$ cat config.mk
export PLATFORM = sky130hd
export DESIGN_NAME = iq_read_counter
export DESIGN_NICKNAME = d
export VERILOG_FILES = /design/src/design/side_ch_word_pkg.sv /design/src/design/iq_read_counter.sv
export VERILOG_INCLUDE_DIRS = /design/src /design/src/include
export SDC_FILE = /design/constraint.sdc
export NUM_CORES = 1
export LEC_CHECK = 0
export BUFFER_PORTS_ARGS = -buffer_cell sky130_fd_sc_hd__buf_4
export CORE_MARGIN = 8
export CORE_UTILIZATION = 52
export CTS_CLUSTER_DIAMETER = 200
export CTS_CLUSTER_SIZE = 40
export DETAILED_ROUTE_END_ITERATION = 10
export GPL_TIMING_DRIVEN = 0
export PLACE_DENSITY_LB_ADDON = 0.08
export SKIP_CTS_REPAIR_TIMING = 1
export SLEW_MARGIN = 40
export SYNTH_ARGS = -nofsm -noshare
export SYNTH_HDL_FRONTEND = slang
export SYNTH_SLANG_ARGS = --single-unit
$ cat constraint.sdc
create_clock -name clk -period 2.2 [get_ports clk]
set_input_delay 0.11 -clock clk [delete_from_list [all_inputs] [get_ports clk]]
set_output_delay 0.11 -clock clk [all_outputs]
set_load 0.03 [all_outputs]
$ cat src/include/side_ch_cfg.svh
// side channel IQ capture widths and limits shared by the whole capture path
`ifndef SIDE_CH_CFG_SVH
`define SIDE_CH_CFG_SVH

`define SIDE_CH_TSF_W 64 // 802.11 TSF timer
`define SIDE_CH_IQ_W 16 // one I or Q component
`define SIDE_CH_DATA_W 64 // one DMA word
`define SIDE_CH_BUF_AW 13 // 8192 buffer words
`define SIDE_CH_LEN_W 14 // length and count fields

// largest UDP payload is 65507 bytes, 8188 words of 8 bytes
`define SIDE_CH_UDP_MAX 8188

`define SIDE_CH_GPIO_W 8 // gain status, top bit is agc lock
`define SIDE_CH_RSSI_W 11 // signed, half dB steps

// register whose write starts an auto transfer
`define SIDE_CH_LEN_REG_ADDR 2

`endif

$ cat src/design/side_ch_word_pkg.sv
// ring buffer word views and capture FSM states for the side channel
`include "side_ch_cfg.svh"

package side_ch_word_pkg;

	localparam int PAIR_W = 2 * `SIDE_CH_IQ_W;
	localparam int PAD_W = `SIDE_CH_DATA_W - PAIR_W - `SIDE_CH_GPIO_W - `SIDE_CH_RSSI_W - 4;

	typedef struct packed {
		logic [PAIR_W-1:0] iq1; // second sample
		logic [PAIR_W-1:0] iq0; // first sample
	} iq_pair_t;

	// status snapshot taken with the first sample
	typedef struct packed {
		logic [PAD_W-1:0] pad;
		logic demod_ongoing;
		logic tx_rf_ongoing;
		logic fcs_good;
		logic signed [`SIDE_CH_RSSI_W-1:0] rssi;
		logic ch_idle;
		logic [`SIDE_CH_GPIO_W-1:0] gain;
		logic [PAIR_W-1:0] iq0;
	} status_t;

	typedef union packed {
		iq_pair_t iq_pair;
		status_t status;
	} iq_word_u;

	typedef enum logic [1:0] {WAIT_TRIGGER, CHECK_ROOM, SEND_HEADER, SEND_SAMPLES} capture_state_e;

endpackage

$ cat src/design/iq_read_counter.sv
// read pointer and sample count for one capture
`timescale 1ns/1ps
`include "side_ch_cfg.svh"

module iq_read_counter (
	input logic clk,
	input logic rstn,
	input side_ch_word_pkg::capture_state_e state,
	input logic trig_pulse,
	input logic [`SIDE_CH_BUF_AW-1:0] wr_addr,
	input logic [`SIDE_CH_LEN_W-1:0] pre_trigger_len,
	input logic iq_strobe,
	output logic [`SIDE_CH_BUF_AW-1:0] rd_addr,
	output logic [`SIDE_CH_LEN_W-1:0] sample_count
);
	import side_ch_word_pkg::*;

	always_ff @(posedge clk) begin
		if (!rstn) begin
			rd_addr <= '0;
			sample_count <= '0;
		end else if (state == WAIT_TRIGGER) begin
			sample_count <= '0;
			if (trig_pulse) begin
				// go back pre_trigger_len writes, modulo the ring
				rd_addr <= wr_addr - pre_trigger_len[`SIDE_CH_BUF_AW-1:0];
			end
		end else if (state == SEND_SAMPLES && iq_strobe) begin
			rd_addr <= rd_addr + 1'b1;
			sample_count <= sample_count + 1'b1;
		end
	end

	// the FSM stops at iq_len_target, so the count must not wrap
	a_count_no_wrap: assert property (@(posedge clk) disable iff (!rstn)
		(state == SEND_SAMPLES && iq_strobe) |-> sample_count != '1);

endmodule

## Yosys cells after proc, flatten, opt, wreduce, memory -nomap -nowiden

Index checks and enable logic that the tools add are counted.

- Register bits: 27
- Logic and storage cells: 16
- Input bits: 33

- Eq/ne operators: 2
- Muxes and demuxes: 3
- Reductions and logical operators: 5
- Bitwise gates (word level): 1
- $add $sub $neg: 3

Operators with widths:

| kind | number |
|---|---|
| $mux 13 | 3 |
| $add 14x1->14 const B | 1 |
| $add 13x1->13 const B | 1 |
| $sub 13x13->13 | 1 |
| $eq 2x2->1 const B | 1 |
| $logic_not 2->1 | 1 |
| $ne 2x2->1 const B | 1 |
| $reduce_and 2->1 | 1 |
| $reduce_bool 2->1 | 1 |
| $reduce_or 2->1 | 1 |
| $logic_and 1x1->1 | 1 |
| $not 1->1 | 1 |

## Longest topological paths before layout

Gate-level depths: netlist of run 1.

- Word-level depth: 4
- Gate-level depth with buffers: 9
- Mapped depth without buffers: 9

## Worst setup path after synthesis of run 1

No wires, ideal clock.

- Path type: input-to-reg
- Start point: input wr_addr[0]
- End point: register rd_addr[12]
- Required time: 2.081 ns
- Buffers on the path: 0
- Stages: 9
- Library setup time: 0.119 ns
- Data arrival time: 1.876 ns
- Path slack: 0.205 ns
- Cell sequence: inv_1 ha_1 fa_1 nand2b_1 a21oi_2 o41ai_2 or3b_1 mux2i_1 o221a_2

- Longest elaborated chain between the ends: 3

RTL lines:

| element | RTL line | RTL |
|---|---|---|
| start: declaration | iq_read_counter.sv:10 | `` input logic [`SIDE_CH_BUF_AW-1:0] wr_addr, `` |
| $sub 13x13->13 | iq_read_counter.sv:26 | `` rd_addr <= wr_addr - pre_trigger_len[`SIDE_CH_BUF_AW-1:0]; `` |
| $mux 13 | iq_read_counter.sv:24 | `if (trig_pulse) begin` |
| $mux 13 | iq_read_counter.sv:22 | `end else if (state == WAIT_TRIGGER) begin` |
| end signal: assignment | iq_read_counter.sv:26 |  |
| end signal: assignment | iq_read_counter.sv:29 | `rd_addr <= rd_addr + 1'b1;` |
| end: declaration | iq_read_counter.sv:13 | `` output logic [`SIDE_CH_BUF_AW-1:0] rd_addr, `` |

Every way passes these cells. The select of a mux whose other input is x is not followed.
A chain may end at the register's enable or synchronous reset.

## Worst setup path after layout of run 1

- Start point: register rd_addr[0]
- End point: register rd_addr[12]

- Longest elaborated chain between the ends: 3

RTL lines:

| element | RTL line | RTL |
|---|---|---|
| $add 13x1->13 | iq_read_counter.sv:29 |  |
| $mux 13 | iq_read_counter.sv:28 | `end else if (state == SEND_SAMPLES && iq_strobe) begin` |
| $mux 13 | iq_read_counter.sv:22 |  |

Every way passes these cells. The select of a mux whose other input is x is not followed.

==> impl_metrics.yaml, run 1 <==
clock_network:
  clk_latency_ns: 0.27
  clockBufferDepth: 2
  cts_tree: "yes"
  ctsHtreeMaxLevel: 1
  clkSinkCount: 27
  cts_root_buf: "clkbuf_8"
  numCtsBuffers: 3
  clk_pin_slew_ns: 0.10
worst_setup_path:
  critical_path.startpoint_type: "register"
  path_cells: "ha_1 -> nand3_1 -> nor3_2 -> nand4_1 -> xor2_1 -> a32oi_1 -> o221a_2"
  slowest_delay_ns: 0.45
  reg2reg_depth: 7
  cp.required_ns: 2.37
  end_kind: "register"
  r2r_slack_ns: 0.20
  critPathSlowestCell: "dfxtp_1"
  path_buf_inv: 0
  path_class: "register to register"
  r2r_end: "rd_addr[12]"
  worstPathArrival_ns: 2.17
  cpLargestDelayFamily: "simple AND/OR/NAND/NOR gates"
  r2r-start: "rd_addr[0]"
  worst-path-max-fanout: 7
timing:
  fmax_mhz: 499
  period_share_pct: 91.0
  finClkSkew_ns: 0.00852
  rsz0062_at_grt: "false"
  slew_viol_final: 0
  final-hold-violation-count: 0
  relSlewSlack_pct: 60.4
  setup_violations: 0
  fin_crit_ns: 2.00
  tightest_slew_ns: 0.591
grt:
  grt_usage_pct: 16.2
  antenna_found_initial: 0
  grt_remaining_overflow: 0
  grt_max_degree: 17
  grt_pass1_vias: 1937
  grt_pass1_wl_um: 8470
yosys:
  synth-edff-count: 0
  synthArstFlopShare_pct: 0
  synth_area_sq_um: 1990
  netlist_top_cells_area: "dfxtp_1 (27%), ha_1 (8.8%), a21oi_1 (7.3%)"
  synth_flop_cell: "dfxtp_1"
  ys_seq_area_share_pct: 27.2
  synth_cell_types: 50
  synth-compound-area-share_pct: 24.6
  yosys_register_bits: 27
  syn_area_per_cell_sq_um: 7.66
  synth_nets: 308
  synth_adder_area_share_pct: 9.81
  synth_area_leader_cell: "dfxtp_1"
  muxShareOfSynthArea_pct: 1.51
  ys_warn_count: 0
  synthXorXnorAreaFrac_pct: 7.04
  synth_common_cells: "a21oi_1 (29), dfxtp_1 (27), nor2_1 (27)"
  synth_top_family_by_area: "compound AO/OA/AOI/OAI gates"
  synth_top_area_share_pct: 27.2
  synthCells: 260
  yosysMostFrequentCell: "a21oi_1"
  synth-simple-area-share_pct: 24.3
power:
  power_density_nw_per_um2: 450
  p_comb_share_pct: 28.4
  p_leak_uw: 0.00107
  peakVddDrop_v: 0.000255
  power_uw: 1130
  p_sw_uw: 356
  intPower_uw: 778
  p_sw_share_pct: 31.4
  pwr-share-clk_pct: 25.6
  seqPwrFrac_pct: 46.0
layout:
  layout.nets: 369
  final_core_util_pct: 68.8
  layoutNonFillerInstCount: 368
  area_growth_pct: 26.6
  diodes: 0
  layout-drive-gt1-share_pct: 23.1
detailed_routing:
  drc: 0
  drt_wl_total_um: 5020
  via_per_inst: 5.59
  first_pass_iters: 4
  vias: 2057
  drt-initial-drc-count: 81
  avgRoutedWirePerCell_um: 13.6
  ant_nets: 0
placed_design:
  place_hpwl_um: 3930
  port_buffers: 56
  dp_cells: 364
  gp_congestion: 0.840
floorplan:
  initial_core_util_pct: 54.4
  fp.dieW_um: 77.9
  core-area_sq_um: 3660
  die_y_um: 77.9
  fp-row-count: 22
  io_pins: 60
  die_area_sq_um: 6060
run_status:
  outcome: "finished, final reports clean"
worst_hold_path:
  hold_end: "sample_count[0]"
  hold_start: "state[0]"
  hold_path_depth: 3
  hold_class: "input pin to register"
flow_run:
  maxCapViolCount: 0
[worst max-delay path by stage]
stage | to | from | cells after the start
2_1_floorplan | rd_addr[12] | wr_addr[0] | 9
3_3_place_gp | rd_addr[12] | wr_addr[0] | 10
3_5_place_dp | rd_addr[12] | wr_addr[0] | 10
4_1_cts | rd_addr[12] | rd_addr[0] | 7
5_1_grt | rd_addr[12] | rd_addr[0] | 7
6_report | rd_addr[12] | rd_addr[0] | 7
[layer usage]
layer / up-vias / GRT usage (%) / wire length (um)
li1: 1060 / - / -
met5: - / 0 / 0
met4: 0 / 6.04 / 42
met2: 49 / 29.0 / 2520
met1: 944 / 18.5 / 2180
met3: 4 / 3.11 / 270
[sequential cells by signal, summed over array words and instances (netlist names)]
name          count
rd_addr          13
sample_count     14
[power groups by stage]
stage | logic [uW] | clock network [uW] | registers (uW)
2_1_floorplan | 190 | 0 | 555
3_3_place_gp | 316 | 0 | 532
3_5_place_dp | 320 | 0 | 532
4_1_cts | 322 | 289 | 521
5_1_grt | 355 | 308 | 524
6_report | 322 | 290 | 521
[final cells by class]
| class | count | area, sq um |
|---|---|---|
| fill | 352 | 1140 |
| tap | 48 | 60.1 |
| timing repair buffer | 56 | 420 |
| inverter | 17 | 63.8 |
| sequential | 27 | 541 |
| clock buffer | 3 | 41.3 |
| clock inverter | 1 | 7.51 |
| multi-input combinational | 206 | 1340 |
| buffer | 10 | 46.3 |
[worst min-delay path: cells and delay by family]
family	cells	cell delay [ns]
buf+inv	1	0.13
compound gates	1	0.06
simple gates	1	0.07
[metrics by stage]
stage	hold WS (ns)	setup TNS, ns	worst slack (ns)	area (sq um)
global route	0.155	0	0.0324	2520
floorplan	0.302	0	0.205	1990
CTS	0.137	0	0.226	2520
finish	0.138	0	0.197	2520
detailed placement	0.415	-0.00683	-0.00683	2470
global placement	0.417	-0.000603	-0.000603	2470
[cell usage in the layout (no fill, tap or decap), drive strengths merged, types with 4 or more instances in the layout]
master  synthesis  layout
nand2          19      19
inv            17      17
o21ai          21      21
clkbuf          7      10
nand2b          4       4
nor3            7       7
xor2           14      14
nand3           9       9
a21oi          30      30
nand4           7       7
ha             14      14
buf             3      59
dfxtp          27      27
nor2           27      27
a32oi           4       4
or3             8       8
[cell families (layout without fill, tap and decap cells)]
family | count (synthesis) | after routing
simple gates | 95 | 95
compound gates | 77 | 77
flops | 27 | 27
buf+inv | 27 | 87
xor+xnor | 16 | 16
fa+ha+maj | 15 | 15
mux | 3 | 3
Note: power is estimated with default switching activity, not from simulation.
==> run 2, diff against run 1 <==
--- a/config.mk
+++ b/config.mk
@@ -8,14 +8,16 @@
 export LEC_CHECK = 0
 export BUFFER_PORTS_ARGS = -buffer_cell sky130_fd_sc_hd__buf_4
 export CORE_MARGIN = 8
-export CORE_UTILIZATION = 52
+export CORE_UTILIZATION = 53
+export CTS_BUF_LIST = sky130_fd_sc_hd__clkbuf_4
 export CTS_CLUSTER_DIAMETER = 200
 export CTS_CLUSTER_SIZE = 40
 export DETAILED_ROUTE_END_ITERATION = 10
 export GPL_TIMING_DRIVEN = 0
 export PLACE_DENSITY_LB_ADDON = 0.08
+export RECOVER_POWER = 50
 export SKIP_CTS_REPAIR_TIMING = 1
-export SLEW_MARGIN = 40
+export SLEW_MARGIN = 20
 export SYNTH_ARGS = -nofsm -noshare
 export SYNTH_HDL_FRONTEND = slang
 export SYNTH_SLANG_ARGS = --single-unit
==> run 2 against run 1 <==
Sequential power is essentially flat; critical path depth unchanged; flip-flop and latch count is the same; power down 6.9%; clock-buffer cell count did not move; combinational power decreased by 4%; worst hold slack worse by 0.068 ns; final cell count did not move; first-iteration DRC count is 7.4% higher; register-to-register slack improved by 0.07 ns; routed wire length decreased by 3.3%; die area decreased by 1.5%; highest routed layer unchanged.
==> impl_metrics.yaml, run 2 (synthesized netlist as in run 1, its figures left out) <==
worst_setup_path:
  cp.required_ns: 2.44
  path_class: "register to register"
  worstPathArrival_ns: 2.17
  reg2reg_depth: 7
  critical_path.startpoint_type: "register"
  worst-path-max-fanout: 7
  end_kind: "register"
detailed_routing:
  avgRoutedWirePerCell_um: 13.2
  drt_wl_total_um: 4850
  via_per_inst: 5.60
  drt-initial-drc-count: 87
  drc: 0
  vias: 2061
  first_pass_iters: 4
  ant_nets: 0
clock_network:
  clk_latency_ns: 0.33
  ctsHtreeMaxLevel: 1
  clkSinkCount: 27
  cts_root_buf: "clkbuf_4"
  clk_pin_slew_ns: 0.15
  clockBufferDepth: 2
  cts_tree: "yes"
  numCtsBuffers: 3
placed_design:
  port_buffers: 56
  gp_congestion: 0.811
  place_area_sq_um: 2470
  place_hpwl_um: 3870
  dpl_worst_slack_ns: -0.0405
floorplan:
  core-area_sq_um: 3630
  fp-row-count: 22
  die_area_sq_um: 5970
  initial_core_util_pct: 54.8
  fp.dieW_um: 77.3
  die_y_um: 77.3
  io_pins: 60
grt:
  grt_usage_pct: 16.5
  grt_pass1_vias: 2093
  grt_max_degree: 17
  antenna_found_initial: 0
  grt_pass1_wl_um: 8670
  grt_remaining_overflow: 0
timing:
  rsz0062_at_grt: "false"
  whs_ns: 0.0700
  period_share_pct: 87.7
  final-hold-violation-count: 0
  fin_ws_ns: 0.271
  fmax_mhz: 518
  finClkSkew_ns: 0.00333
  setup_violations: 0
  relSlewSlack_pct: 62.3
  slew_viol_final: 0
  fin_tns_setup_ns: 0
  fin_crit_ns: 1.93
  tightest_slew_ns: 0.564
worst_hold_path:
  hold_path_depth: 3
  hold_class: "input pin to register"
layout:
  mostFrequentLayoutCell: "clkbuf_1"
  area_growth_pct: 20.7
  diodes: 0
  final_cell_mix: "clkbuf_1 (33), buf_4 (32), a21oi_1 (29)"
  stdcell_area_sq_um: 2400
  largest_reg_flops: 14
  layout.nets: 369
  largestRegisters: "sample_count (14), rd_addr (13)"
  layout-drive-gt1-share_pct: 15.0
  largest-register: "sample_count"
run_status:
  outcome: "finished, final reports clean"
power:
  pwr-share-clk_pct: 21.3
  p_leak_uw: 0.000951
  p_sw_uw: 347
  peakVddDrop_v: 0.000204
  power_density_nw_per_um2: 439
  p_comb_share_pct: 29.3
  intPower_uw: 709
  p_sw_share_pct: 32.8
  seqPwrFrac_pct: 49.4
flow_run:
  maxCapViolCount: 0
## run 2: cell type report
type                       instances  area (sq um)
multi-input combinational        206          1340
sequential                        27           541
inverter                          17          63.8
clock buffer                       3          22.5
buffer                            10          46.3
timing repair buffer              56           323
tap                               48          60.1
clock inverter                     1          7.51
fill                             372          1230
## run 2: worst paths after layout
kind,from,to,slack [ns]
max,rd_addr[0],rd_addr[12],0.27
min,state[0],sample_count[0],0.07
max reg2reg,rd_addr[0],rd_addr[12],0.27
min reg2reg,sample_count[7],sample_count[7],0.52
## run 2: layer usage
metal	up-vias	wire [um]	GRT usage (%)
li1	1059	-	-
met1	943	2240	18.4
met2	53	2300	29.5
met3	6	255	3.26
met4	0	59	6.79
met5	-	0	0
## run 2: worst max-delay path: stages (launching register included)
cell and delay (ns):
dfxtp_1 0.46, ha_1 0.22, nand3_1 0.19, nor3_2 0.33, nand4_1 0.16, xor2_1 0.15
a32oi_1 0.07, o221a_2 0.27
## run 2: per-stage QoR
step,power (uW),std cells,utilization [%]
5_1_grt,1120,368,66.2
4_1_cts,1070,368,68.8
6_report,1060,368,66.2
2_1_floorplan,745,260,-
3_5_place_dp,853,364,68.0
3_3_place_gp,848,364,68.0
## run 2: power groups by stage
| stage | logic, uW | clock network (uW) | registers [uW] |
|---|---|---|---|
| 4_1_cts | 323 | 228 | 521 |
| 3_5_place_dp | 321 | 0 | 532 |
| 6_report | 309 | 225 | 522 |
| 2_1_floorplan | 190 | 0 | 555 |
| 5_1_grt | 347 | 245 | 524 |
| 3_3_place_gp | 316 | 0 | 532 |
==> run 3, diff against run 2 <==
--- a/config.mk
+++ b/config.mk
@@ -8,9 +8,8 @@
 export LEC_CHECK = 0
 export BUFFER_PORTS_ARGS = -buffer_cell sky130_fd_sc_hd__buf_4
 export CORE_MARGIN = 8
-export CORE_UTILIZATION = 53
+export CORE_UTILIZATION = 55
 export CTS_BUF_LIST = sky130_fd_sc_hd__clkbuf_4
-export CTS_CLUSTER_DIAMETER = 200
 export CTS_CLUSTER_SIZE = 40
 export DETAILED_ROUTE_END_ITERATION = 10
 export GPL_TIMING_DRIVEN = 0
==> constraint.sdc (replaced) <==
create_clock -name clk -period 2.34 [get_ports clk]
set_input_delay 0.117 -clock clk [delete_from_list [all_inputs] [get_ports clk]]
set_output_delay 0.117 -clock clk [all_outputs]
set_load 0.03 [all_outputs]
==> run 3 against run 2 <==
Fmax shrank 0.39%; register-to-register slack better by 0.13 ns; clock power fell by 5%; clock-buffer cell count grew 1; critical path depth stayed put; final area did not move; non-clock buffer count did not move; die area shrank 2.9%.
==> impl_metrics.yaml, run 3 (synthesized netlist as in run 1, its figures left out) <==
timing:
  finClkSkew_ns: 0.00817
  slew_viol_final: 0
  fin_ws_ns: 0.404
  fmax_mhz: 516
  final-hold-violation-count: 0
  fin_tns_setup_ns: 0
  period_share_pct: 82.8
  setup_violations: 0
  relSlewSlack_pct: 62.8
  fin_crit_ns: 1.94
  tightest_slew_ns: 0.555
  rsz0062_at_grt: "false"
clock_network:
  clockBufferDepth: 2
  clkSinkCount: 27
  clk_pin_slew_ns: 0.15
  numCtsBuffers: 3
  cts_root_buf: "clkbuf_4"
  clk_latency_ns: 0.33
  ctsHtreeMaxLevel: 1
  cts_tree: "yes"
layout:
  area_growth_pct: 20.7
  stdcell_area_sq_um: 2400
  final_cell_mix: "clkbuf_1 (33), buf_4 (32), a21oi_1 (29)"
  multi_input_area_sq_um: 1340
  nFillCells: 332
  mostFrequentLayoutCell: "clkbuf_1"
  largest_reg_flops: 14
  ff_latch_area_sq_um: 541
  diodes: 0
  layout-drive-gt1-share_pct: 15.0
  largest-register: "sample_count"
  largestRegisters: "sample_count (14), rd_addr (13)"
  layout.nets: 369
grt:
  grt_pass1_vias: 1892
  grt_usage_pct: 16.0
  grt_remaining_overflow: 0
  antenna_found_initial: 0
  grt_max_degree: 15
  grt_pass1_wl_um: 8160
worst_setup_path:
  worst-path-max-fanout: 7
  path_class: "register to register"
  cp.required_ns: 2.58
  worstPathArrival_ns: 2.17
  end_kind: "register"
  critical_path.startpoint_type: "register"
floorplan:
  fp-row-count: 22
  die_y_um: 76.2
  core-area_sq_um: 3580
  fp.dieW_um: 76.2
  io_pins: 60
  die_area_sq_um: 5800
  initial_core_util_pct: 55.6
placed_design:
  dpl_worst_slack_ns: 0.104
  port_buffers: 56
  gp_congestion: 0.825
  place_hpwl_um: 3900
  place_area_sq_um: 2470
flow_run:
  maxCapViolCount: 0
detailed_routing:
  drt-initial-drc-count: 103
  drc: 0
  avgRoutedWirePerCell_um: 13.4
  first_pass_iters: 4
  vias: 2072
  ant_nets: 0
  drt_wl_total_um: 4920
  via_per_inst: 5.63
run_status:
  outcome: "finished, final reports clean"
power:
  p_leak_uw: 0.000956
  power_density_nw_per_um2: 414
  peakVddDrop_v: 0.000176
worst_hold_path:
  hold_class: "input pin to register"
==> run 3: changes by cell type in the layout (fill, tap and decap cells not counted) <==
cell / change
clkinvlp_4: -1
clkbuf_4: +1
==> run 3: stage by stage <==
step / hold WS, ns / utilization, % / instances / total power (uW)
final: 0.0845 / 67.2 / 368 / 996
after global placement: 0.421 / 69.1 / 364 / 798
after CTS: 0.0892 / 69.9 / 368 / 1010
after global routing: 0.0890 / 67.2 / 368 / 1050
after floorplan: 0.309 / - / 260 / 701
after detailed placement: 0.430 / 69.1 / 364 / 801
==> run 3: critical path: stages (launching register included) <==
cell	delay, ns
dfxtp_1	0.46
ha_1	0.23
nand3_1	0.19
nor3_2	0.33
nand4_1	0.15
xor2_1	0.16
a32oi_1	0.07
o221a_2	0.28
==> run 3: final timing paths <==
path | to | depth (start not counted) | from | slack, ns
max | rd_addr[12] | 7 | rd_addr[0] | 0.40
min | sample_count[1] | 3 | state[0] | 0.08
max reg2reg | rd_addr[12] | 7 | rd_addr[0] | 0.40
min reg2reg | sample_count[5] | 2 | sample_count[5] | 0.51
==> run 3: power by group <==
part | internal [uW] | total, uW | switching (uW)
clock network | 78.3 | 214 | 136
logic | 128 | 291 | 163
registers | 473 | 491 | 18.2
==> run 3: final cells by class <==
| class | instances | share of cell area, % |
|---|---|---|
| repair buffers | 56 | 13.4 |
| multi-input cells | 206 | 55.8 |
| plain buffers | 10 | 1.93 |
| well taps | 48 | 2.50 |
| flip-flops and latches | 27 | 22.5 |
| inverters | 17 | 2.65 |
| clock buffers | 4 | 1.25 |
==> run 3: metal layers <==
layer | wire length, um | part of all wire, % | vias up | global-route usage (%)
met2 | 2340 | 48 | 65 | 27.8
li1 | - | - | 1058 | -
met4 | 85 | 1.7 | 0 | 6.15
met3 | 293 | 6.0 | 7 | 3.89
met1 | 2200 | 45 | 942 | 18.3
met5 | 0 | 0 | - | 0
