==> src/include/side_ch_cfg.svh <==
// side channel IQ capture widths and limits shared by the whole capture path
`ifndef SIDE_CH_CFG_SVH
`define SIDE_CH_CFG_SVH

`define SIDE_CH_TSF_W 64 // 802.11 TSF timer
`define SIDE_CH_IQ_W 16 // one I or Q component
`define SIDE_CH_DATA_W 64 // one DMA word
`define SIDE_CH_BUF_AW 13 // 8192 buffer words
`define SIDE_CH_LEN_W 14 // length and count fields

// largest UDP payload is 65507 bytes, 8188 words of 8 bytes
`define SIDE_CH_UDP_MAX 8188

`define SIDE_CH_GPIO_W 8 // gain status, top bit is agc lock
`define SIDE_CH_RSSI_W 11 // signed, half dB steps

// register whose write starts an auto transfer
`define SIDE_CH_LEN_REG_ADDR 2

`endif

==> src/design/side_ch_word_pkg.sv <==
// ring buffer word views and capture FSM states for the side channel
`include "side_ch_cfg.svh"

package side_ch_word_pkg;

	localparam int PAIR_W = 2 * `SIDE_CH_IQ_W;
	localparam int PAD_W = `SIDE_CH_DATA_W - PAIR_W - `SIDE_CH_GPIO_W - `SIDE_CH_RSSI_W - 4;

	typedef struct packed {
		logic [PAIR_W-1:0] iq1; // second sample
		logic [PAIR_W-1:0] iq0; // first sample
	} iq_pair_t;

	// status snapshot taken with the first sample
	typedef struct packed {
		logic [PAD_W-1:0] pad;
		logic demod_ongoing;
		logic tx_rf_ongoing;
		logic fcs_good;
		logic signed [`SIDE_CH_RSSI_W-1:0] rssi;
		logic ch_idle;
		logic [`SIDE_CH_GPIO_W-1:0] gain;
		logic [PAIR_W-1:0] iq0;
	} status_t;

	typedef union packed {
		iq_pair_t iq_pair;
		status_t status;
	} iq_word_u;

	typedef enum logic [1:0] {WAIT_TRIGGER, CHECK_ROOM, SEND_HEADER, SEND_SAMPLES} capture_state_e;

endpackage

==> src/design/iq_stream_out.sv <==
// DMA word select, mode gating and start-of-transfer strobe
`timescale 1ns/1ps
`include "side_ch_cfg.svh"

module iq_stream_out (
	input logic clk,
	input logic rstn,
	input logic [1:0] m_axis_start_mode,
	input logic m_axis_start_ext_trigger,
	input logic slv_reg_wren_signal,
	input logic [4:0] axi_awaddr_core,
	input logic [`SIDE_CH_TSF_W-1:0] tsf_lock,
	input logic header_valid,
	input side_ch_word_pkg::iq_word_u rd_word,
	input logic sample_valid,
	output logic [`SIDE_CH_DATA_W-1:0] data_to_ps,
	output logic data_to_ps_valid,
	output logic m_axis_start_1trans
);
	localparam logic [1:0] MODE_AUTO = 2'd1;
	localparam logic [1:0] MODE_EXT = 2'd2;
	localparam logic [4:0] LEN_REG_ADDR = `SIDE_CH_LEN_REG_ADDR;

	logic reg_wr_hit;
	logic reg_wr_d1;
	logic reg_wr_d2;
	logic auto_start;
	logic mode_on;

	assign reg_wr_hit = slv_reg_wren_signal && (axi_awaddr_core == LEN_REG_ADDR);
	assign auto_start = reg_wr_d1 & ~reg_wr_d2; // first cycle of the write only
	assign mode_on = (m_axis_start_mode == MODE_AUTO) || (m_axis_start_mode == MODE_EXT);

	always_ff @(posedge clk) begin
		if (!rstn) begin
			reg_wr_d1 <= 1'b0;
			reg_wr_d2 <= 1'b0;
			m_axis_start_1trans <= 1'b0;
			data_to_ps_valid <= 1'b0;
		end else begin
			reg_wr_d1 <= reg_wr_hit;
			reg_wr_d2 <= reg_wr_d1;
			case (m_axis_start_mode)
				MODE_AUTO: m_axis_start_1trans <= auto_start;
				MODE_EXT: m_axis_start_1trans <= m_axis_start_ext_trigger;
				default: m_axis_start_1trans <= 1'b0; // modes 0 and 3 are off
			endcase
			data_to_ps_valid <= mode_on && (header_valid || sample_valid);
		end
	end

	always_ff @(posedge clk) begin
		if (!mode_on) begin
			data_to_ps <= '0;
		end else begin
			data_to_ps <= header_valid ? tsf_lock : rd_word;
		end
	end

endmodule

==> config.mk <==
export PLATFORM = sky130hd
export DESIGN_NAME = iq_stream_out
export DESIGN_NICKNAME = d
export VERILOG_FILES = /design/src/design/side_ch_word_pkg.sv /design/src/design/iq_stream_out.sv
export VERILOG_INCLUDE_DIRS = /design/src /design/src/include
export SDC_FILE = /design/constraint.sdc
export NUM_CORES = 1
export LEC_CHECK = 0
export BUFFER_PORTS_ARGS = -buffer_cell sky130_fd_sc_hd__buf_2
export CAP_MARGIN = 0
export CELL_PAD_IN_SITES_DETAIL_PLACEMENT = 0
export CELL_PAD_IN_SITES_GLOBAL_PLACEMENT = 1
export CORE_MARGIN = 1
export CORE_UTILIZATION = 28
export DETAILED_ROUTE_END_ITERATION = 8
export GPL_ROUTABILITY_DRIVEN = 0
export PLACE_DENSITY_LB_ADDON = 0.1
export REMOVE_ABC_BUFFERS = 1
export SKIP_CTS_REPAIR_TIMING = 1
export SLEW_MARGIN = 20
export SYNTH_ARGS = -nofsm -noshare
export SYNTH_HDL_FRONTEND = slang
export SYNTH_SLANG_ARGS = --single-unit
==> constraint.sdc <==
create_clock -name clk -period 2.6 [get_ports clk]
set_input_delay 0.13 -clock clk [delete_from_list [all_inputs] [get_ports clk]]
set_output_delay 0.13 -clock clk [all_outputs]
set_load 0.03 [all_outputs]
# Word level (Yosys, flattened, before mapping)
# Index checks and enable logic that the tools add are counted.
[classes]
n_eq_ne = 3
muxes = 2
reduce_logical = 4
n_bitwise = 2
[ops]
columns = ["operator", "n"]
rows = [
  ["$mux 64", 1],
  ["$eq 5x2->1 const B", 1],
  ["$eq 2x1->1 const B", 1],
  ["$eq 2x2->1 const B", 1],
  ["$logic_and 1x1->1", 2],
  ["$logic_or 1x1->1", 2],
  ["$pmux 1 s2", 1],
  ["$and 1x1->1", 1],
  ["$not 1->1", 1],
]
[word_totals]
elab_cells = 16
inputBits = 141
output_inout_bits = 66
register_bits = 68

# Longest topological paths before layout
# Gate-level depths: netlist (run 1).
[depth]
depth_word = 3
mapped_depth = 5
ltp_nobuf = 4

# Worst setup path after synthesis (run 1)
# No wires, ideal clock.
[synth_timing]
path_kind = "input to register"
start = "input m_axis_start_mode[0]"
end = "register data_to_ps[12]"
setup_time_ps = 128
t_required_ps = 2472
setup_slack_ps = 1551
stages = 5
t_arrival_ps = 922
n_path_buf = 2
path_cell_list = "inv_1 ha_1 buf_2 buf_1 nor2_1"
[synth_between]
elab_chain_cells = 2
word_cells_on_any_way = 3
cone_classes = "2 x eq/ne; 1 x reduce/logical"
[synth_lines]
columns = ["element", "line", "text"]
rows = [
  ["start, declared", "iq_stream_out.sv:8", "input logic [1:0] m_axis_start_mode,"],
  ["$eq 2x1->1 / $eq 2x2->1 (equally long branches)", "iq_stream_out.sv:32", "assign mode_on = (m_axis_start_mode == MODE_AUTO) || (m_axis_start_mode == MODE_EXT);"],
  ["$logic_or 1x1->1 *", "iq_stream_out.sv:32", ""],
  ["end signal, assigned", "iq_stream_out.sv:56", "data_to_ps <= header_valid ? tsf_lock : rd_word;"],
  ["end, declared", "iq_stream_out.sv:16", "output logic [`SIDE_CH_DATA_W-1:0] data_to_ps,"],
]
# Every way passes the cells marked *; elsewhere a longest branch is shown, timed or not.
# A chain may end at the register's enable or synchronous reset.

# Final worst setup path (run 1)
[layout_timing]
start = "input axi_awaddr_core[4]"
end = "register reg_wr_d1"
[layout_between]
elab_chain_cells = 2
[layout_lines]
columns = ["element", "line", "text"]
rows = [
  ["start, declared", "iq_stream_out.sv:11", "input logic [4:0] axi_awaddr_core,"],
  ["$eq 5x2->1", "iq_stream_out.sv:30", "assign reg_wr_hit = slv_reg_wren_signal && (axi_awaddr_core == LEN_REG_ADDR);"],
  ["$logic_and 1x1->1", "iq_stream_out.sv:30", ""],
  ["end signal, assigned", "iq_stream_out.sv:41", "reg_wr_d1 <= reg_wr_hit;"],
  ["end, declared", "iq_stream_out.sv:25", "logic reg_wr_d1;"],
]
# No other way between the ends.

==> impl_metrics.py, run 1 <==
metrics = {
    "status": {
        "status": "finished clean",
    },
    "logic_synthesis": {
        "synth_area_um2": 2450,
        "avgSynthCellArea_um2": 11.0,
        "synth_cell_types": 17,
        "synth-seq-cells": 68,
        "ys_warn_count": 0,
        "syn_inst": 224,
        "seq_area_frac_synth": 0.555,
    },
    "timing": {
        "period_share": 0.522,
        "fmax_mhz": 737,
        "rsz0062_at_grt": "no",
        "setup_viol": 0,
        "min_period_ns": 1.36,
        "clock_skew_ns": 0.00517,
        "fin_tns_setup_ns": 0,
        "slew-limit-headroom": 0.593,
        "hold_slack_ns": 0.0238,
        "worst_slew_pin_slew_ns": 0.610,
        "final_hold_viol_count": 0,
        "finalMaxSlewViolations": 0,
    },
    "floorplan": {
        "num_rows": 33,
        "core_um2": 8340,
        "die_x_um": 95.6,
        "start_util": 0.294,
        "ios": 207,
        "fp.dieH_um": 95.6,
        "dieArea_um2": 9140,
    },
    "route": {
        "remaining_drc_errors": 0,
        "dr.first_iter.drc_count": 32,
        "wirelength_um": 6300,
        "drtPass1Iterations": 3,
        "wl_per_cell_um": 11.6,
        "ant_nets": 0,
        "vias": 2220,
        "via_per_inst": 4.10,
    },
    "final_layout": {
        "drive_above_1_share": 0.513,
        "syn2layout_area_growth_pct": 54.2,
        "final_cell_mix": "buf_2, dfxtp_1, nor2_1, mux2i_1, clkbuf_8",
        "fill_cells": 849,
        "num_antenna_cells": 0,
        "nets": 575,
        "seq_area_um2": 1360,
        "final_common_cell": "buf_2",
        "multiInputGateArea_um2": 963,
    },
    "power": {
        "total_power_mw": 2.66,
        "leakagePower_nw": 2.13,
        "p_clk_frac": 0.352,
        "p_seq_frac": 0.433,
        "power_frac_comb": 0.215,
        "netSwitchingFraction": 0.281,
        "switchingPower_uw": 747,
        "power_density_nw_per_um2": 703,
        "intPower_mw": 1.91,
        "peakVddDrop_v": 0.000323,
    },
    "setup_path": {
        "cp-startpoint": "axi_awaddr_core[4]",
        "critPathMaxStageDelay_ns": 0.58,
        "r2r-start": "reg_wr_d2",
        "slowest_stage": "dlygate4sd3_1",
        "cp_common_cell": "dlygate4sd3_1",
        "cp.required_ns": 2.87,
        "crit_type": "in -> reg",
        "start_kind": "primary input",
        "path_max_fanout": 1,
        "worstPathArrival_ns": 1.63,
        "path_cells": "dlygate4sd3_1 -> buf_2 -> nor4_1 -> dlygate4sd3_1",
        "ff2ff_path_depth": 2,
        "end_kind": "flop",
    },
    "cts": {
        "clockBufferDepth": 2,
        "worstSkewPairLatency_ns": 0.33,
        "numCtsBuffers": 9,
        "root_buffer": "clkbuf_8",
        "htreeDepth": 3,
        "clkTransAtPathRegs_ns": 0.07,
        "cts.sinks": 68,
        "cts_tree": "yes",
    },
    "flow_run": {
        "drv_cap": 0,
    },
    "global_route": {
        "grt_pass1_wl_um": 9040,
        "grt_max_degree": 37,
        "overflow": 0,
        "antenna_found_initial": 0,
        "grtUsageTotal": 0.135,
        "grt_pass1_vias": 1973,
    },
    "place": {
        "portBuffers": 206,
        "post-dp-hpwl_um": 4930,
    },
    "worst_hold_path": {
        "hp-class": "in -> reg",
        "hold-path-cell-count": 3,
        "hold_start": "rd_word[29]",
    },
}
==> Yosys cell counts <==
cell,count,share of area
a21oi_1,1,0.0020
buf_6,1,0.0046
nand2b_1,1,0.0026
nand3b_1,1,0.0031
and2_1,1,0.0026
nand2_1,2,0.0031
nor4_1,1,0.0026
buf_2,3,0.0061
ha_1,2,0.010
buf_8,5,0.031
dfxtp_1,68,0.55
buf_4,1,0.0031
buf_1,4,0.0061
or3b_1,1,0.0036
nor2_1,66,0.10
mux2i_1,64,0.26
inv_1,2,0.0031
==> metrics by stage <==
| step | area, µm² | utilization | cells | setup slack [ns] |
|---|---|---|---|---|
| after floorplan | 2330 | - | 210 | 0.873 |
| after global placement | 3540 | 0.424 | 523 | 1.02 |
| after detailed placement | 3540 | 0.424 | 523 | 0.985 |
| after CTS | 3750 | 0.450 | 539 | 1.36 |
| after global routing | 3780 | 0.454 | 542 | 1.20 |
| final | 3780 | 0.454 | 542 | 1.24 |
==> kinds of logic (layout without fill, tap and decap cells) <==
| kind of cell | count (synthesis) | in the layout | share of synthesized area |
|---|---|---|---|
| flip-flops | 68 | 68 | 0.555 |
| multiplexers | 64 | 64 | 0.261 |
| buffers and inverters | 16 | 229 | 0.0535 |
| AND/OR/NAND/NOR | 73 | 73 | 0.118 |
| AO/OA/AOI/OAI | 1 | 1 | 0.00204 |
| adder cells (fa/ha/maj) | 2 | 2 | 0.0102 |
==> final timing paths <==
path                          to  slack, ns
max                    reg_wr_d1       1.24
min               data_to_ps[29]       0.02
max reg2reg  m_axis_start_1trans       1.96
min reg2reg            reg_wr_d2       0.47
==> flip-flops by register name, indices dropped and copies added (netlist names) <==
name,count
reg_wr_d2,1
data_to_ps_valid,1
m_axis_start_1trans,1
reg_wr_d1,1
data_to_ps,64
==> area by class of cell <==
| cell class | instances | share of cell area |
|---|---|---|
| Multi-Input combinational cell | 140 | 0.255 |
| Clock inverter | 5 | 0.0198 |
| Timing Repair Buffer | 211 | 0.292 |
| Clock buffer | 11 | 0.0374 |
| Inverter | 2 | 0.00198 |
| Sequential cell | 68 | 0.360 |
| Tap cell | 105 | 0.0347 |
==> per-layer routing <==
layer | track usage | wire length, µm | vias to the layer above
met4 | 0.0473 | 97 | 0
met1 | 0.132 | 2320 | 941
met3 | 0.0766 | 715 | 8
met2 | 0.237 | 3160 | 122
li1 | - | - | 1149
met5 | 0 | 0 | -
==> power groups by stage <==
stage | Clock, mW | Combinational, mW | Sequential [mW]
after floorplan | 0 | 0.123 | 1.38
after global placement | 0 | 0.579 | 1.18
after detailed placement | 0 | 0.581 | 1.18
after CTS | 0.977 | 0.581 | 1.15
after global routing | 1.02 | 0.619 | 1.16
final | 0.936 | 0.572 | 1.15
==> critical path, delay by kind of cell <==
kind / cells / cell delay (ns)
AND/OR/NAND/NOR: 1 / 0.27
buffers and inverters: 3 / 1.22
Power figures use the tool's default switching activity.
==> run 2: changes to the inputs <==
--- a/config.mk
+++ b/config.mk
@@ -11,7 +11,7 @@
 export CELL_PAD_IN_SITES_DETAIL_PLACEMENT = 0
 export CELL_PAD_IN_SITES_GLOBAL_PLACEMENT = 1
 export CORE_MARGIN = 1
-export CORE_UTILIZATION = 28
+export CORE_UTILIZATION = 26
 export DETAILED_ROUTE_END_ITERATION = 8
 export GPL_ROUTABILITY_DRIVEN = 0
 export PLACE_DENSITY_LB_ADDON = 0.1
==> constraint.sdc (replaced) <==
create_clock -name clk -period 1.25 [get_ports clk]
set_input_delay 0.0625 -clock clk [delete_from_list [all_inputs] [get_ports clk]]
set_output_delay 0.0625 -clock clk [all_outputs]
set_load 0.03 [all_outputs]
==> run 2 against run 1 <==
The run now fails in 5_1_grt. Synthesized cell count unchanged. Synthesized area unchanged.
==> impl_metrics.py, run 2 <==
metrics = {
    "status": {
        "status": "did not finish",
        "failing_step": "5_1_grt",
        "toolErrorMsg": "[ERROR RSZ-0060] Max buffer count reached.",
    },
    "logic_synthesis": {
        "syn_inst": 224,
        "synth_area_um2": 2450,
        "seq_area_frac_synth": 0.555,
        "yosys_most_used_dff": "dfxtp_1",
        "synth_common_cells": "dfxtp_1, nor2_1, mux2i_1, buf_8, buf_1",
        "synth_edf_count": 0,
        "ys_warn_count": 0,
        "yosysMostFrequentCell": "dfxtp_1",
        "avgSynthCellArea_um2": 11.0,
        "synth_top_cell_by_area": "dfxtp_1",
        "yosys-top-cells-area": "dfxtp_1, mux2i_1, nor2_1",
        "synth_top_area_frac": 0.555,
        "synth_cell_types": 17,
        "async_reset_ff_frac": 0,
        "synth-seq-cells": 68,
    },
    "global_route": {
        "grt_max_degree": 37,
    },
    "cts": {
        "clockBufferDepth": 2,
        "root_buffer": "clkbuf_8",
        "cts.sinks": 68,
        "htreeDepth": 3,
        "numCtsBuffers": 9,
    },
    "place": {
        "post-dp-hpwl_um": 4890,
        "portBuffers": 206,
    },
    "floorplan": {
        "start_util": 0.267,
        "num_rows": 35,
        "die_x_um": 99.1,
        "ios": 207,
        "fp.dieH_um": 99.1,
    },
}
-- run 2: cell counts after synthesis --
Identical to the previous run, type by type.
-- run 2: cell families after synthesis --
| group | share of synthesized area |
|---|---|
| AO/OA/AOI/OAI | 0.00204 |
| adder cells (fa/ha/maj) | 0.0102 |
| buffers and inverters | 0.0535 |
| flip-flops | 0.555 |
| multiplexers | 0.261 |
| AND/OR/NAND/NOR | 0.118 |
-- run 2: stage by stage --
| stage | hold slack (ns) | instance area [µm²] | cells | setup WS (ns) | setup TNS (ns) |
|---|---|---|---|---|---|
| floorplan | 0.138 | 2330 | 210 | -0.410 | -18.97 |
| global placement | 0.230 | 3580 | 531 | 0.287 | 0 |
| detailed placement | 0.229 | 3580 | 531 | 0.267 | 0 |
| CTS | -0.137 | 3800 | 547 | 0.311 | 0 |
==> run 3: changes to the inputs <==
--- a/config.mk
+++ b/config.mk
@@ -8,13 +8,11 @@
 export LEC_CHECK = 0
 export BUFFER_PORTS_ARGS = -buffer_cell sky130_fd_sc_hd__buf_2
 export CAP_MARGIN = 0
-export CELL_PAD_IN_SITES_DETAIL_PLACEMENT = 0
-export CELL_PAD_IN_SITES_GLOBAL_PLACEMENT = 1
 export CORE_MARGIN = 1
-export CORE_UTILIZATION = 26
+export CORE_UTILIZATION = 30
 export DETAILED_ROUTE_END_ITERATION = 8
 export GPL_ROUTABILITY_DRIVEN = 0
-export PLACE_DENSITY_LB_ADDON = 0.1
+export PLACE_DENSITY_LB_ADDON = 0.15
 export REMOVE_ABC_BUFFERS = 1
 export SKIP_CTS_REPAIR_TIMING = 1
 export SLEW_MARGIN = 20
==> run 3 against run 2 <==
The flow now finishes, with violations (negative hold slack, negative setup slack).
==> impl_metrics.py, run 3 (synthesis gave the netlist of run 1 again) <==
metrics = {
    "status": {
        "violations": "negative hold slack, negative setup slack",
        "status": "finished, violations left",
    },
    "timing": {
        "final_hold_viol_count": 22,
        "slew-limit-headroom": 0.809,
        "clock_skew_ns": 0.000473,
        "min_period_ns": 1.26,
        "finalMaxSlewViolations": 0,
        "setup_slack_ns": -0.0109,
        "fmax_mhz": 793,
        "hold_slack_ns": -0.0311,
        "worst_slew_pin_slew_ns": 0.284,
        "setup_viol": 2,
        "period_share": 1.01,
    },
    "route": {
        "via_per_inst": 4.26,
        "dr.first_iter.drc_count": 41,
        "vias": 2677,
        "wl_per_cell_um": 12.2,
        "ant_nets": 0,
        "drtPass1Iterations": 4,
        "wirelength_um": 7660,
        "remaining_drc_errors": 0,
    },
    "setup_path": {
        "crit_family": "buffers and inverters",
        "crit_type": "in -> reg",
        "end_kind": "flop",
        "path_max_fanout": 1,
        "critPathMaxStageDelay_ns": 0.57,
        "path_depth": 5,
        "start_kind": "primary input",
        "slowest_stage": "dlygate4sd3_1",
        "path_cells": "dlygate4sd3_1 -> buf_2 -> mux2i_1 -> dlygate4sd3_1 -> nor2_1",
        "ff2ff_path_depth": 2,
        "cp_common_cell": "dlygate4sd3_1",
        "cp.required_ns": 1.47,
        "path_buf_inv": 3,
        "worstPathArrival_ns": 1.48,
    },
    "final_layout": {
        "largest-register": "data_to_ps",
        "final_common_cell": "buf_2",
        "nets": 664,
        "drive_above_1_share": 0.426,
        "final-instance-count-excl-fill": 628,
        "num_antenna_cells": 0,
        "final_cell_mix": "buf_2, dlygate4sd3_1, dfxtp_1, nor2_1, mux2i_1",
        "syn2layout_area_growth_pct": 88.9,
        "largest_register_ffs": 64,
    },
    "cts": {
        "clockBufferDepth": 2,
        "htreeDepth": 3,
        "numCtsBuffers": 9,
        "clkTransAtPathRegs_ns": 0.07,
        "cts_tree": "yes",
        "cts.sinks": 68,
        "worstSkewPairLatency_ns": 0.32,
        "root_buffer": "clkbuf_8",
    },
    "floorplan": {
        "dieArea_um2": 8540,
        "die_x_um": 92.4,
        "ios": 207,
        "num_rows": 32,
        "fp.dieH_um": 92.4,
        "start_util": 0.314,
        "core_um2": 7810,
    },
    "place": {
        "post-dp-hpwl_um": 4810,
        "dp_cells": 523,
        "portBuffers": 206,
    },
    "worst_hold_path": {
        "hold-path-cell-count": 3,
        "hp-class": "in -> reg",
    },
    "power": {
        "total_power_mw": 5.40,
        "peakVddDrop_v": 0.000697,
        "power_density_nw_per_um2": 1160,
        "leakagePower_nw": 2.48,
    },
    "global_route": {
        "grtUsageTotal": 0.136,
        "antenna_found_initial": 0,
        "grt_pass1_wl_um": 8960,
        "grt_pass1_vias": 2050,
        "overflow": 0,
        "grt_max_degree": 34,
    },
    "flow_run": {
        "drv_cap": 0,
    },
}
[run 3: worst paths after layout]
check / from / to / slack, ns
hold / removal: rd_word[27] / data_to_ps[27] / -0.03
hold reg to reg: reg_wr_d1 / reg_wr_d2 / 0.48
setup reg to reg: reg_wr_d2 / m_axis_start_1trans / 0.63
setup / recovery: rd_word[46] / data_to_ps[46] / -0.01
[run 3: metal layers]
metal	part of all wire	wire length (µm)	GRT usage
met3	0.084	645	0.0534
met5	0	0	0
met2	0.52	3960	0.231
met1	0.37	2850	0.147
met4	0.026	198	0.0664
[run 3: final cells by class]
class	count	area, µm²
fill	693	3170
timing repair buffer	300	2010
sequential	68	1360
multi-input combinational	140	963
clock buffer	14	153
tap	102	128
clock inverter	2	10.0
inverter	2	7.51
[run 3: worst min-delay path: stages]
cell and delay, ns:
buf_2 0.08, mux2i_1 0.05, nor2_1 0.07
[run 3: where the power goes]
part           switching (mW)  internal, mW  leakage [nW]
registers              0.0414          2.36         0.566
clock network           0.741         0.772        0.0844
logic                   0.799         0.680          1.83
total                    1.58          3.81          2.48
[run 3: stage by stage]
step           hold slack, ns  worst slack [ns]  setup TNS (ns)  cell area, µm²   util
2_1_floorplan           0.138            -0.410          -18.97            2330      -
3_3_place_gp            0.232             0.273               0            3580  0.459
3_5_place_dp            0.238             0.264               0            3580  0.459
4_1_cts                -0.122             0.327               0            3740  0.479
5_1_grt               -0.0216           -0.0371          -0.125            4630  0.594
6_report              -0.0311           -0.0109         -0.0151            4630  0.594
==> run 4: changes to the inputs <==
--- a/config.mk
+++ b/config.mk
@@ -8,8 +8,10 @@
 export LEC_CHECK = 0
 export BUFFER_PORTS_ARGS = -buffer_cell sky130_fd_sc_hd__buf_2
 export CAP_MARGIN = 0
+export CELL_PAD_IN_SITES_DETAIL_PLACEMENT = 0
+export CELL_PAD_IN_SITES_GLOBAL_PLACEMENT = 1
 export CORE_MARGIN = 1
-export CORE_UTILIZATION = 30
+export CORE_UTILIZATION = 26
 export DETAILED_ROUTE_END_ITERATION = 8
 export GPL_ROUTABILITY_DRIVEN = 0
 export PLACE_DENSITY_LB_ADDON = 0.15
==> run 4 against run 3 <==
The run now fails in 5_1_grt. Synthesized cell count is the same. Synthesized area stayed put.
==> impl_metrics.py, run 4 <==
metrics = {
    "cts": {
        "root_buffer": "clkbuf_8",
        "cts.sinks": 68,
        "numCtsBuffers": 9,
        "htreeDepth": 3,
        "clockBufferDepth": 2,
    },
    "logic_synthesis": {
        "yosys_most_used_dff": "dfxtp_1",
        "async_reset_ff_frac": 0,
        "synth_edf_count": 0,
        "seq_area_frac_synth": 0.555,
        "synth_top_family_by_area": "multiplexers",
        "synth_cell_types": 17,
        "synth_top_cell_by_area": "dfxtp_1",
        "synth_mux_area_frac": 0.261,
        "synth_top_area_frac": 0.555,
        "synthXorXnorAreaFrac": 0,
        "synth_common_cells": "dfxtp_1, nor2_1, mux2i_1, buf_8, buf_1",
        "synth-seq-cells": 68,
        "yosys.area_share.simple": 0.118,
        "synthAdderAreaFrac": 0.0102,
        "synth_area_um2": 2450,
        "yosys-top-cells-area": "dfxtp_1, mux2i_1, nor2_1",
        "syn_inst": 224,
        "synth_compound_area_frac": 0.00204,
        "avgSynthCellArea_um2": 11.0,
        "yosysMostFrequentCell": "dfxtp_1",
        "ys_warn_count": 0,
    },
    "place": {
        "post-dp-hpwl_um": 4890,
        "place_ws_ns": 0.178,
        "dp_cells": 533,
        "portBuffers": 206,
    },
    "floorplan": {
        "start_util": 0.267,
        "ios": 207,
        "num_rows": 35,
        "die_x_um": 99.1,
        "fp.dieH_um": 99.1,
    },
    "status": {
        "status": "did not finish",
        "failing_step": "5_1_grt",
        "toolErrorMsg": "[ERROR RSZ-0060] Max buffer count reached.",
    },
    "global_route": {
        "grt_max_degree": 39,
    },
}
-- run 4: cell families after synthesis --
| family | count (synthesis) |
|---|---|
| and+or+nand+nor | 73 |
| DFF | 68 |
| muxes | 64 |
| buffers and inverters | 16 |
| adders and majority gates | 2 |
| AOI/OAI and AO/OA | 1 |
-- run 4: stage by stage --
step | setup TNS, ns | util | hold slack [ns] | instance area (µm²)
3_3_place_gp | 0 | 0.393 | 0.246 | 3610
4_1_cts | 0 | 0.409 | -0.121 | 3760
3_5_place_dp | 0 | 0.393 | 0.247 | 3610
2_1_floorplan | -18.97 | - | 0.138 | 2330
